===== src/source/msg_pkg.sv =====
`default_nettype none

package msg_pkg;

  localparam int XB_SIZE  = 32;  // host word
  localparam int FDS_SIZE = 20;  // camera sample data

  // kind codes in the two low bits of every host word
  localparam logic [1:0] KIND_PIXEL = 2'd0;
  localparam logic [1:0] KIND_END   = 2'd1;  // last coefficient word

  localparam int N_ROW_BITS   = 12;
  localparam int N_COL_BITS   = 11;
  localparam int N_FRAME_BITS = 20;

  // pixel tracker states
  localparam int PIX_STATE_BITS = 2;
  localparam logic [PIX_STATE_BITS-1:0] PIX_STANDBY    = 2'd0;
  localparam logic [PIX_STATE_BITS-1:0] PIX_INTERFRAME = 2'd1;
  localparam logic [PIX_STATE_BITS-1:0] PIX_INTRALINE  = 2'd2;
  localparam logic [PIX_STATE_BITS-1:0] PIX_INTERLINE  = 2'd3;

  // one host word, seen either as a camera sample or as a control word
  typedef union packed {
    struct packed {
      logic [FDS_SIZE-1:0] fds;
      logic [5:0]          rsvd_hi;
      logic                fval;
      logic                lval;
      logic [1:0]          rsvd_lo;
      logic [1:0]          kind;
    } pix;
    struct packed {
      logic [XB_SIZE-3:0]  payload;
      logic [1:0]          kind;
    } ctl;
  } xb_word_t;

endpackage

`default_nettype wire


===== src/source/dram_pkg.sv =====
`default_nettype none

package dram_pkg;

  localparam int APP_DATA_WIDTH = 64;  // one write beat
  localparam int ADDR_WIDTH     = 27;

  localparam logic [ADDR_WIDTH-1:0] START_ADDR = '0;
  localparam logic [ADDR_WIDTH-1:0] ADDR_INC   = 27'd8;  // BL8, one burst

  // host words per two-beat burst
  localparam int BURST_WORDS    = 4;
  localparam int BURST_CNT_BITS = 2;

  // write port states
  localparam int WR_STATE_BITS = 2;
  localparam logic [WR_STATE_BITS-1:0] WR_IDLE  = 2'd0;
  localparam logic [WR_STATE_BITS-1:0] WR_CMD   = 2'd1;  // app_en up, waiting for rdy
  localparam logic [WR_STATE_BITS-1:0] WR_BEAT1 = 2'd2;
  localparam logic [WR_STATE_BITS-1:0] WR_BEAT2 = 2'd3;

endpackage

`default_nettype wire


===== src/source/msg_fifo_if.sv =====
`timescale 1ns/1ps
`default_nettype none

interface msg_fifo_if import msg_pkg::*; ();

  logic     push;
  xb_word_t wdata;
  logic     almost_full;
  logic     pop;
  xb_word_t rdata;        // oldest word, valid while empty is low
  logic     empty;

  modport producer (
    output push, wdata,
    input  almost_full
  );

  modport consumer (
    output pop,
    input  rdata, empty
  );

  modport store (
    input  push, wdata, pop,
    output almost_full, rdata, empty
  );

endinterface

`default_nettype wire


===== src/source/dram_burst_if.sv =====
`timescale 1ns/1ps
`default_nettype none

interface dram_burst_if import dram_pkg::*; ();

  logic                      valid;
  logic [APP_DATA_WIDTH-1:0] beat0;
  logic [APP_DATA_WIDTH-1:0] beat1;
  logic                      final_burst;  // last burst of the coefficient set
  logic                      taken;        // one-cycle retire pulse from the sink

  modport source (
    output valid, beat0, beat1, final_burst,
    input  taken
  );

  modport sink (
    input  valid, beat0, beat1, final_burst,
    output taken
  );

endinterface

`default_nettype wire


===== src/source/msg_fifo.sv =====
`timescale 1ns/1ps
`default_nettype none

module msg_fifo import msg_pkg::*; #(
  parameter int DEPTH = 8
) (
  input  logic      bus_clk,
  input  logic      fds_val,
  msg_fifo_if.store q
);

  xb_word_t                 mem [DEPTH];
  logic [$clog2(DEPTH)-1:0] wr_ptr;
  logic [$clog2(DEPTH)-1:0] rd_ptr;
  logic [$clog2(DEPTH):0]   count;

  assign q.rdata = mem[rd_ptr];
  assign q.empty = (count == 0);
  // two slots of margin, one of them for the word still in the router register
  assign q.almost_full = (count >= DEPTH - 2);

  always_ff @(posedge bus_clk) begin
    if (q.push) begin
      mem[wr_ptr] <= q.wdata;
    end
  end

  always_ff @(posedge bus_clk or posedge fds_val) begin
    if (fds_val) begin
      wr_ptr <= '0;
      rd_ptr <= '0;
      count  <= '0;
    end else begin
      if (q.push) begin
        wr_ptr <= wr_ptr + 1'b1;  // wraps, DEPTH is a power of two
      end
      if (q.pop) begin
        rd_ptr <= rd_ptr + 1'b1;
      end
      case ({q.push, q.pop})
        2'b10:   count <= count + 1'b1;
        2'b01:   count <= count - 1'b1;
        default: count <= count;
      endcase
    end
  end

  a_no_overflow: assert property (@(posedge bus_clk) disable iff (fds_val)
    q.push && !q.pop |-> count < DEPTH)
    else $error("msg_fifo: push into full fifo");

  a_no_underflow: assert property (@(posedge bus_clk) disable iff (fds_val)
    q.pop |-> !q.empty)
    else $error("msg_fifo: pop from empty fifo");

endmodule

`default_nettype wire


===== src/source/msg_router.sv =====
`timescale 1ns/1ps
`default_nettype none

module msg_router import msg_pkg::*, dram_pkg::*; (
  input  logic         bus_clk,
  input  logic         fds_val,
  input  logic         pc_msg_empty,
  input  xb_word_t     pc_msg,
  output logic         pc_msg_ack,
  msg_fifo_if.producer pix_q,
  msg_fifo_if.producer coef_q
);

  logic [BURST_CNT_BITS-1:0] n_coef;  // coefficient words seen, mod BURST_WORDS
  logic                      is_pix;
  logic                      pend_d;
  logic                      is_pix_d;
  xb_word_t                  word_d;

  // back-pressure when either fifo runs low on room
  assign pc_msg_ack = !pc_msg_empty && !pix_q.almost_full && !coef_q.almost_full;

  // a kind 0 word in the middle of a burst is still coefficient data
  assign is_pix = (pc_msg.ctl.kind == KIND_PIXEL) && (n_coef == '0);

  assign pix_q.push  = pend_d && is_pix_d;
  assign coef_q.push = pend_d && !is_pix_d;
  assign pix_q.wdata  = word_d;
  assign coef_q.wdata = word_d;

  always_ff @(posedge bus_clk or posedge fds_val) begin
    if (fds_val) begin
      n_coef   <= '0;
      pend_d   <= 1'b0;
      is_pix_d <= 1'b0;
    end else begin
      pend_d <= pc_msg_ack;
      if (pc_msg_ack) begin
        is_pix_d <= is_pix;
        if (!is_pix) begin
          n_coef <= (n_coef == BURST_WORDS - 1) ? '0 : n_coef + 1'b1;
        end
      end
    end
  end

  always_ff @(posedge bus_clk) begin
    if (pc_msg_ack) begin
      word_d <= pc_msg;  // lines up with is_pix_d
    end
  end

  // only the one word still in the register may land in an almost full fifo
  a_push_had_room: assert property (@(posedge bus_clk) disable iff (fds_val)
    (pix_q.push && pix_q.almost_full |-> !$past(pix_q.push && pix_q.almost_full)) and
    (coef_q.push && coef_q.almost_full |-> !$past(coef_q.push && coef_q.almost_full)))
    else $error("msg_router: word accepted into almost full fifo");

endmodule

`default_nettype wire


===== src/source/pixel_tracker.sv =====
`timescale 1ns/1ps
`default_nettype none

module pixel_tracker import msg_pkg::*; (
  input  logic                    bus_clk,
  input  logic                    fds_val,
  msg_fifo_if.consumer            pix_q,
  output logic                    pix_valid,
  output logic [FDS_SIZE-1:0]     pix_fds,
  output logic [N_ROW_BITS-1:0]   pix_row,
  output logic [N_COL_BITS-1:0]   pix_col,
  output logic [N_FRAME_BITS-1:0] frame_count
);

  xb_word_t                  w;
  logic [PIX_STATE_BITS-1:0] state;
  logic [N_ROW_BITS-1:0]     n_row;    // row within the frame
  logic [N_COL_BITS-1:0]     n_col;    // column of the next sample in the line
  logic [N_COL_BITS-1:0]     col_now;
  logic                      emit;

  // samples keep flowing, take every one as soon as it is there
  assign pix_q.pop = !pix_q.empty;
  assign w = pix_q.rdata;

  assign col_now = (state == PIX_INTRALINE) ? n_col : '0;  // first sample of a line is col 0
  assign emit = pix_q.pop && w.pix.lval && (state != PIX_STANDBY);

  always_ff @(posedge bus_clk or posedge fds_val) begin
    if (fds_val) begin
      state       <= PIX_STANDBY;
      pix_valid   <= 1'b0;
      n_row       <= '0;
      n_col       <= '0;
      frame_count <= '0;
    end else begin
      pix_valid <= emit;
      if (emit) begin
        n_col <= col_now + 1'b1;
      end
      if (pix_q.pop) begin
        case (state)
          PIX_STANDBY: begin
            // wait for a frame gap before trusting the counters
            if (!w.pix.fval) begin
              state <= PIX_INTERFRAME;
            end
          end
          PIX_INTRALINE: begin
            if (!w.pix.lval) begin
              if (w.pix.fval) begin
                n_row <= n_row + 1'b1;
                state <= PIX_INTERLINE;
              end else begin
                n_row       <= '0;  // end of frame
                frame_count <= frame_count + 1'b1;
                state       <= PIX_INTERFRAME;
              end
            end
          end
          default: begin
            // interframe and interline both open a line on lval
            if (w.pix.lval) begin
              state <= PIX_INTRALINE;
            end
          end
        endcase
      end
    end
  end

  always_ff @(posedge bus_clk) begin
    if (emit) begin
      pix_fds <= w.pix.fds;
      pix_row <= n_row;
      pix_col <= col_now;
    end
  end

endmodule

`default_nettype wire


===== src/source/burst_assembler.sv =====
`timescale 1ns/1ps
`default_nettype none

module burst_assembler import msg_pkg::*, dram_pkg::*; (
  input  logic         bus_clk,
  input  logic         fds_val,
  msg_fifo_if.consumer coef_q,
  dram_burst_if.source burst
);

  logic [BURST_WORDS*XB_SIZE-1:0] pack_q;  // word 0 in the low bits
  logic [BURST_CNT_BITS-1:0]      cnt;     // next slot to fill
  logic                           full_q;
  logic                           done_q;  // end marker handed over
  xb_word_t                       last_w;

  assign coef_q.pop = !coef_q.empty && !full_q && !done_q;

  assign last_w = pack_q[(BURST_WORDS-1)*XB_SIZE +: XB_SIZE];

  assign burst.valid       = full_q;
  assign burst.beat0       = pack_q[0 +: APP_DATA_WIDTH];
  assign burst.beat1       = pack_q[APP_DATA_WIDTH +: APP_DATA_WIDTH];
  assign burst.final_burst = (last_w.ctl.kind == KIND_END);

  always_ff @(posedge bus_clk) begin
    if (coef_q.pop) begin
      pack_q[cnt*XB_SIZE +: XB_SIZE] <= coef_q.rdata;
    end
  end

  always_ff @(posedge bus_clk or posedge fds_val) begin
    if (fds_val) begin
      cnt    <= '0;
      full_q <= 1'b0;
      done_q <= 1'b0;
    end else begin
      if (coef_q.pop) begin
        cnt <= cnt + 1'b1;  // wraps back to slot 0
        if (cnt == BURST_WORDS - 1) begin
          full_q <= 1'b1;
        end
      end
      if (burst.taken) begin
        full_q <= 1'b0;
        if (burst.final_burst) begin
          done_q <= 1'b1;  // nothing after the end marker is written
        end
      end
    end
  end

  // the write port reads beat0 and beat1 in different cycles
  a_burst_held: assert property (@(posedge bus_clk) disable iff (fds_val)
    burst.valid && !burst.taken |=>
      burst.valid && $stable(burst.beat0) && $stable(burst.beat1))
    else $error("burst_assembler: burst changed before taken");

endmodule

`default_nettype wire


===== src/source/dram_write_port.sv =====
`timescale 1ns/1ps
`default_nettype none

module dram_write_port import dram_pkg::*; (
  input  logic                      bus_clk,
  input  logic                      fds_val,
  dram_burst_if.sink                burst,
  input  logic                      app_rdy,
  input  logic                      app_wdf_rdy,
  output logic                      app_en,
  output logic                      app_wdf_wren,
  output logic                      app_wdf_end,
  output logic                      app_done,
  output logic [ADDR_WIDTH-1:0]     app_addr,
  output logic [APP_DATA_WIDTH-1:0] app_wdf_data
);

  logic [WR_STATE_BITS-1:0] state;
  logic                     final_q;  // current burst carries the end marker
  logic                     load0;
  logic                     load1;

  // command and first data slot accepted together
  assign load0 = (state == WR_CMD) && app_rdy && app_wdf_rdy;
  assign load1 = (state == WR_BEAT1) && app_wdf_rdy;  // beat0 taken

  always_ff @(posedge bus_clk) begin
    if (load0) begin
      app_wdf_data <= burst.beat0;
    end else if (load1) begin
      app_wdf_data <= burst.beat1;
    end
  end

  always_ff @(posedge bus_clk or posedge fds_val) begin
    if (fds_val) begin
      state        <= WR_IDLE;
      final_q      <= 1'b0;
      app_en       <= 1'b0;
      app_wdf_wren <= 1'b0;
      app_wdf_end  <= 1'b1;
      app_done     <= 1'b0;
      app_addr     <= START_ADDR;
      burst.taken  <= 1'b0;
    end else begin
      burst.taken <= load1;  // pulses with beat1 on the bus
      case (state)
        WR_IDLE: begin
          if (burst.valid && !app_done) begin
            app_en  <= 1'b1;
            final_q <= burst.final_burst;
            state   <= WR_CMD;
          end
        end
        WR_CMD: begin
          if (load0) begin
            app_en       <= 1'b0;
            app_addr     <= app_addr + ADDR_INC;  // ready for the next burst
            app_wdf_wren <= 1'b1;
            app_wdf_end  <= 1'b0;
            state        <= WR_BEAT1;
          end
        end
        WR_BEAT1: begin
          if (load1) begin
            app_wdf_end <= 1'b1;
            state       <= WR_BEAT2;
          end
        end
        default: begin
          if (app_wdf_rdy) begin
            app_wdf_wren <= 1'b0;
            if (final_q) begin
              app_done <= 1'b1;  // sticky
            end
            state <= WR_IDLE;
          end
        end
      endcase
    end
  end

  a_cmd_held: assert property (@(posedge bus_clk) disable iff (fds_val)
    app_en && !app_rdy |=> app_en && $stable(app_addr))
    else $error("dram_write_port: command dropped or moved while app_rdy low");

endmodule

`default_nettype wire


===== src/source/patch_app_top.sv =====
`timescale 1ns/1ps
`default_nettype none

module patch_app_top import msg_pkg::*, dram_pkg::*; (
  input  logic                      bus_clk,
  input  logic                      fds_val,
  // host message source
  input  logic                      pc_msg_empty,
  input  logic [XB_SIZE-1:0]        pc_msg,
  output logic                      pc_msg_ack,
  // tracked camera samples
  output logic                      pix_valid,
  output logic [FDS_SIZE-1:0]       pix_fds,
  output logic [N_ROW_BITS-1:0]     pix_row,
  output logic [N_COL_BITS-1:0]     pix_col,
  output logic [N_FRAME_BITS-1:0]   frame_count,
  // memory controller application port
  input  logic                      app_rdy,
  input  logic                      app_wdf_rdy,
  output logic                      app_en,
  output logic                      app_wdf_wren,
  output logic                      app_wdf_end,
  output logic                      app_done,
  output logic [ADDR_WIDTH-1:0]     app_addr,
  output logic [APP_DATA_WIDTH-1:0] app_wdf_data
);

  msg_fifo_if   pix_if ();
  msg_fifo_if   coef_if ();
  dram_burst_if burst_if ();

  msg_router u_router (
    .bus_clk      (bus_clk),
    .fds_val      (fds_val),
    .pc_msg_empty (pc_msg_empty),
    .pc_msg       (pc_msg),
    .pc_msg_ack   (pc_msg_ack),
    .pix_q        (pix_if),
    .coef_q       (coef_if)
  );

  msg_fifo u_pix_fifo (
    .bus_clk (bus_clk),
    .fds_val (fds_val),
    .q       (pix_if)
  );

  msg_fifo u_coef_fifo (
    .bus_clk (bus_clk),
    .fds_val (fds_val),
    .q       (coef_if)
  );

  pixel_tracker u_pixel_tracker (
    .bus_clk     (bus_clk),
    .fds_val     (fds_val),
    .pix_q       (pix_if),
    .pix_valid   (pix_valid),
    .pix_fds     (pix_fds),
    .pix_row     (pix_row),
    .pix_col     (pix_col),
    .frame_count (frame_count)
  );

  burst_assembler u_burst_assembler (
    .bus_clk (bus_clk),
    .fds_val (fds_val),
    .coef_q  (coef_if),
    .burst   (burst_if)
  );

  dram_write_port u_dram_write_port (
    .bus_clk      (bus_clk),
    .fds_val      (fds_val),
    .burst        (burst_if),
    .app_rdy      (app_rdy),
    .app_wdf_rdy  (app_wdf_rdy),
    .app_en       (app_en),
    .app_wdf_wren (app_wdf_wren),
    .app_wdf_end  (app_wdf_end),
    .app_done     (app_done),
    .app_addr     (app_addr),
    .app_wdf_data (app_wdf_data)
  );

endmodule

`default_nettype wire


===== config.mk =====
export PLATFORM = sky130hd
export DESIGN_NAME = patch_app_top
export DESIGN_NICKNAME = d
export VERILOG_FILES = /design/src/source/msg_pkg.sv /design/src/source/dram_pkg.sv /design/src/source/msg_fifo_if.sv /design/src/source/dram_burst_if.sv /design/src/source/msg_fifo.sv /design/src/source/msg_router.sv /design/src/source/pixel_tracker.sv /design/src/source/burst_assembler.sv /design/src/source/dram_write_port.sv /design/src/source/patch_app_top.sv
export SDC_FILE = /design/constraint.sdc
export NUM_CORES = 1
export LEC_CHECK = 0
export BUFFER_PORTS_ARGS = -buffer_cell sky130_fd_sc_hd__buf_2
export CORE_ASPECT_RATIO = 1.5
export CORE_MARGIN = 2
export CORE_UTILIZATION = 30
export CTS_CLUSTER_DIAMETER = 150
export DETAILED_ROUTE_END_ITERATION = 8
export HOLD_SLACK_MARGIN = 0.05
export PLACE_DENSITY = 0.46
export SYNTH_ARGS = -nofsm -noshare
export SYNTH_HDL_FRONTEND = slang
export SYNTH_SLANG_ARGS = --single-unit

===== constraint.sdc =====
create_clock -name bus_clk -period 5.38 [get_ports bus_clk]
set_input_delay 0.538 -clock bus_clk [delete_from_list [all_inputs] [get_ports bus_clk]]
set_output_delay 0.538 -clock bus_clk [all_outputs]
set_load 0.05 [all_outputs]

==> impl_metrics.yaml, run 1 <==
outcome:
  status: "completed"
critical_path:
  timing.rr.start: "u_pix_fifo.rd_ptr[2]"
  reg2reg_slack_ps: 2100
  cp.arrival_ps: 3530
  critPathCaptureType: "flip-flop"
  required_ps: 5640
  startpoint_type: "flip-flop"
  crit_type: "reg -> reg"
  r2r-end: "u_pixel_tracker.pix_fds[2]"
  worstRegToRegCells: 4
  critical_path.max_fanout: 46
worst_hold_path:
  holdPathStages: 1
  holdPathEnd: "u_router.coef_q.wdata[21]"
  hp-class: "in -> reg"
  min_from: "pc_msg[21]"
finish:
  syn2layout_area_growth_pct: 17.80
  final_common_cell: "edfxtp_1"
  multi_input_area_mm2: 0.006958
  antenna_cells: 0
  layout-drive-gt1-share: 0.2447
  final_cell_mix: "edfxtp_1 (699), nand2_1 (256), buf_2 (193)"
  fin_area_mm2: 0.03639
  n_fill_cell: 9676
  regArea_mm2: 0.02365
  final_nets: 2112
yosys:
  synth-compound-area-share: 0.01434
  synth_top_family_by_area: "multiplexers"
  synth-seq-area-share: 0.7654
  syn_area_mm2: 0.03089
  synth-edff-count: 699
  synthArstFlopShare: 0.1317
  synthAdderAreaFrac: 0.01118
  muxShareOfSynthArea: 0.1008
  synthFlopType: "edfxtp_1"
  ys_warn_count: 0
  synth_seq_cells: 805
  synth-simple-area-share: 0.07789
  synth_xor_area_frac: 0.01814
  synth_cell_type_count: 57
  avgSynthCellArea_um2: 17.33
  syn_inst: 1783
timing:
  slew_headroom: 0.2196
  period_needed_ps: 3277
  finalSetupTns_ps: 0
  drv_slew: 0
  fin_crit_sh: 0.6091
  fmax_mhz: 305.2
  tightest_slew_ps: 1138
  setup_viol: 0
  finalHoldViolations: 0
  rsz0062_at_grt: "no"
  skew_ps: 25.84
power:
  power_per_cell_area_mw_per_mm2: 540.8
  peakVddDrop_uv: 251.4
  leakagePower_nw: 12.92
cts:
  post_cts_resized: 0
  clock-sinks: 805
  cts.path.max_buffers: 3
  cts_buffers: 81
  cts_tree: "built"
  htreeDepth: 3
  cts_setup_buffers: 0
  worst_skew_pair.late_latency_ps: 660
  clk_pin_slew_ps: 70
  clock-root-buffer: "clkbuf_16"
  cts_hold_buf: 24
placed_design:
  post_dp_cell_area_mm2: 0.03357
  post-dp-hpwl_um: 40150
  portBuffers: 193
  gp_congestion: 0.7338
floorplan:
  boundaryPins: 197
  row_count: 144
  core_mm2: 0.1023
  die-width_um: 266.0
  start_util: 0.3019
  fp.dieH_um: 397.0
  dieArea_mm2: 0.1056
global_routing:
  globalRoute.totalOverflow: 0
  grt_first_pass_wirelength_um: 103900
  antenna_found_initial: 2
  grt_usage: 0.1305
  grt_start_max_net_pins: 70
  first_global_vias: 16790
detailed_routing:
  totalWireLength_um: 67730
  detail-route-antenna-nets: 0
  firstDrtPassIters: 4
  drt-initial-drc-count: 840
  viasPerCell: 4.570
  drt-wirelength-per-cell_um: 19.79
  drc: 0
  vias: 15640
run:
  cap_violations: 0
## critical path: stages (launching register included)
cell	delay, ps
dfrtp_2	880
nor2_1	170
a2bb2oi_2	410
nand3_1	400
inv_2	950
## cells in the mapped netlist (3+ instances only)
library cell  count  area share
and3_1            8      0.0016
o21ai_0          21      0.0034
edfxtp_1        699        0.68
nor4_1            7      0.0014
clkbuf_1         48      0.0058
and4_1            3     0.00085
and2_1           15      0.0030
o31ai_1           6      0.0015
nand3_1          35      0.0057
buf_4             3     0.00073
nand3b_1          6      0.0015
nor3_1           19      0.0031
or4_1             5      0.0012
a31oi_1           7      0.0014
nor2_1          157       0.019
nand2b_1         12      0.0024
nand2_1         256       0.031
o211ai_1          3     0.00073
mux2_2           32       0.012
ha_1             26       0.011
or3_1             3     0.00061
nand4_1          17      0.0034
buf_1            15      0.0018
xor2_1           21      0.0060
mux4_2          106       0.077
nor2b_1           4     0.00081
inv_1            20      0.0024
buf_2             4     0.00065
xnor2_1          43       0.012
dfrtp_1         105       0.085
a21o_1            3     0.00073
mux2i_1          35       0.011
a21oi_1           8      0.0013
## registers in the layout, summed over array words and instances, names as in the netlist, 20 cells and up
register                        count
u_burst_assembler.pack_q          128
u_pixel_tracker.pix_fds            20
u_coef_fifo.mem                   256
u_pix_fifo.mem                    176
u_dram_write_port.app_addr         24
u_dram_write_port.app_wdf_data     64
u_router.coef_q.wdata              32
u_pixel_tracker.frame_count        20
## cell families (layout without fill, tap and decap cells)
logic type                 count (synthesis)  after routing
and+or+nand+nor                          555            555
AOI/OAI and AO/OA                         65             65
xor gates and xnor gates                  64             64
DFF                                      805            805
other                                      1              3
adders and majority gates                 27             27
buffers and inverters                     92            416
muxes                                    174            174
## through the flow
stage	cells	worst slack [ps]	hold WS, ps	power (mW)	util
6_report	3423	2103	99.85	19.68	0.3556
3_5_place_dp	3255	2051	438.9	14.42	0.3281
3_3_place_gp	3255	2116	441.2	14.29	0.3281
2_1_floorplan	1785	1840	404.0	12.67	-
5_1_grt	3423	1822	70.72	20.73	0.3556
4_1_cts	3423	1979	50.69	20.09	0.3556
## metal layers
metal,vias to the layer above,wire [µm],share of wire,track usage
met5,-,0,0,0
met3,88,2617,0.039,0.01913
met1,7998,28310,0.42,0.1596
met2,309,35230,0.52,0.2332
met4,0,1569,0.023,0.04755
li1,7247,-,-,-
## cell type report
class,instances,share of cell area
repair buffers,252,0.04071
flip-flops and latches,805,0.6500
well taps,1314,0.04518
multi-input cells,888,0.1912
clock inverters,46,0.01245
inverters,20,0.002132
clock buffers,98,0.05831
## power breakdown
part	internal [mW]	switching (mW)	leakage [nW]
registers	7.99	0.752	7.75
clock network	3.16	2.37	1.26
logic	1.81	3.60	3.91
total	13.0	6.72	12.9
## worst max path at each step
stage               slack [ps]            startpoint                         end  cells past startpoint
finish                    2100  u_pix_fifo.rd_ptr[2]  u_pixel_tracker.pix_fds[2]                      4
global route              1820  u_pix_fifo.rd_ptr[2]  u_pixel_tracker.pix_fds[3]                      4
CTS                       1980  u_pix_fifo.rd_ptr[2]  u_pixel_tracker.pix_fds[5]                      4
detailed placement        2050  u_pix_fifo.rd_ptr[2]  u_pixel_tracker.pix_fds[7]                      4
global placement          2120  u_pix_fifo.rd_ptr[2]  u_pixel_tracker.pix_fds[7]                      4
floorplan                 1840     u_router.is_pix_d       u_coef_fifo.mem[4][0]                      3
(Power assumes the default switching activity.)
==> run 2: changes to the inputs <==
Settings changed: PLACE_DENSITY 0.46 to 0.48.
Clock period 5.38 ns to 2.8 ns, I/O delays scaled along.
==> impl_metrics.yaml, run 2 (synthesis gave the netlist of run 1 again) <==
critical_path:
  timing.rr.start: "u_pix_fifo.rd_ptr[0]"
  worstRegToRegCells: 5
  crit_type: "reg -> out"
  slowest_delay_ps: 580
  critical_path.max_fanout: 13
  crit_slowest_cell: "and3_2"
  cp-startpoint: "u_pix_fifo.count[3]"
  critPathCaptureType: "primary output"
  startpoint_type: "flip-flop"
  crit_chain: "nor3_1, and3_2, buf_2"
  required_ps: 2520
  cp.arrival_ps: 2230
cts:
  cts_tree: "built"
  cts_hold_buf: 36
  worst_skew_pair.late_latency_ps: 660
  cts_setup_buffers: 0
  clock-root-buffer: "clkbuf_16"
  clock-sinks: 805
  post_cts_resized: 0
  clk_pin_slew_ps: 60
  cts_buffers: 81
  htreeDepth: 3
  cts.path.max_buffers: 3
global_routing:
  first_global_vias: 16920
  grt_first_pass_wirelength_um: 105100
  antenna_found_initial: 0
  globalRoute.totalOverflow: 0
  grt_usage: 0.1322
  grt_start_max_net_pins: 107
timing:
  finalSetupTns_ps: 0
  slew_headroom: 0.4320
  drv_slew: 0
  rsz0062_at_grt: "no"
  tightest_slew_ps: 851.9
  fin_crit_sh: 0.8951
  setup_viol: 0
  skew_ps: 20.67
  fmax_mhz: 399.0
  finalHoldViolations: 0
  period_needed_ps: 2506
detailed_routing:
  detail-route-antenna-nets: 0
  topRoutingLayerUsed: "met4"
  drt-wirelength-per-cell_um: 19.97
  drt-initial-drc-count: 994
  vias: 15910
  totalWireLength_um: 69180
  wl_met1_um: 28870
  viasPerCell: 4.592
  drc: 0
  met3WireLength_um: 2638
  route.met2.wl_um: 36140
  firstDrtPassIters: 5
floorplan:
  die-width_um: 266.0
  boundaryPins: 197
  fp.dieH_um: 397.0
  dieArea_mm2: 0.1056
  core_mm2: 0.1023
  row_count: 144
  start_util: 0.3019
power:
  leakagePower_nw: 13.16
  power_per_cell_area_mw_per_mm2: 1038
  peakVddDrop_uv: 578.9
finish:
  largest_reg_flops: 256
  fin_area_mm2: 0.03693
  n_fill_cell: 9646
  largest_register: "u_coef_fifo.mem"
  final_nets: 2152
  final_cell_mix: "edfxtp_1 (699), nand2_1 (256), buf_2 (193)"
  syn2layout_area_growth_pct: 19.54
  reg_top3: "u_coef_fifo.mem (256), u_pix_fifo.mem (176), u_burst_assembler.pack_q (128)"
  antenna_cells: 0
  layout-drive-gt1-share: 0.2501
  final_common_cell: "edfxtp_1"
worst_hold_path:
  holdPathStages: 3
  hp-class: "in -> reg"
  min_from: "pc_msg_empty"
run:
  cap_violations: 0
outcome:
  status: "completed"
placed_design:
  gp_congestion: 0.7346
  post-dp-hpwl_um: 41510
  post_dp_cell_area_mm2: 0.03401
  portBuffers: 193
run 2: cell types whose count changed in the layout (fill, tap and decap cells not counted), moves of 3 or more:
cell,previous run,this run
clkbuf_1,15,22
dlygate4sd3_1,24,36
buf_4,34,47
buf_12,1,16
inv_6,6,3
run 2: power by group:
group	switching, mW	internal [mW]	total (mW)	leakage (nW)
combinational	7.26	3.89	11.1	4.15
sequential	1.25	15.3	16.6	7.76
clock	4.59	6.00	10.6	1.25
run 2: path summary, 6_finish.rpt:
check	to	slack [ps]
worst max-delay path	pc_msg_ack	290
worst min-delay path	u_router.pend_d	300
worst max register to register	u_pixel_tracker.frame_count[1]	370
worst min register to register	u_burst_assembler.burst.valid	460
max in group asynchronous	u_coef_fifo.rd_ptr[0]	1950
min in group asynchronous	u_dram_write_port.app_addr[26]	360
run 2: final cells by class:
cell class / instances / area [µm²] / area share
Tap cell: 1314 / 1644 / 0.04452
Inverter: 20 / 78.83 / 0.002135
Multi-Input combinational cell: 888 / 6992 / 0.1893
Clock buffer: 106 / 2185 / 0.05916
Sequential cell: 805 / 23650 / 0.6405
Clock inverter: 40 / 377.9 / 0.01023
Timing Repair Buffer: 292 / 1999 / 0.05414
run 2: critical path: cells and delay by family, from the launching register on:
kind / cells / cell delay, ps
simple gates: 2 / 760
buf+inv: 1 / 370
flops: 1 / 430
run 2: through the flow:
step / std cells / utilization / setup WS (ps) / hold slack, ps / power (mW)
after floorplan: 1785 / - / 18.34 / 378.9 / 24.36
after global placement: 3283 / 0.3323 / 438.7 / 452.7 / 27.98
after detailed placement: 3283 / 0.3323 / 384.7 / 445.2 / 28.22
after CTS: 3465 / 0.3609 / 158.5 / 267.4 / 39.06
after global routing: 3465 / 0.3609 / 118.3 / 301.1 / 40.33
final: 3465 / 0.3609 / 293.6 / 299.7 / 38.33
run 2: per-layer routing:
metal,global-route usage,vias to the layer above
met1,0.1596,8203
met4,0.04846,0
met3,0.02123,76
li1,-,7325
met5,0,-
met2,0.2370,306
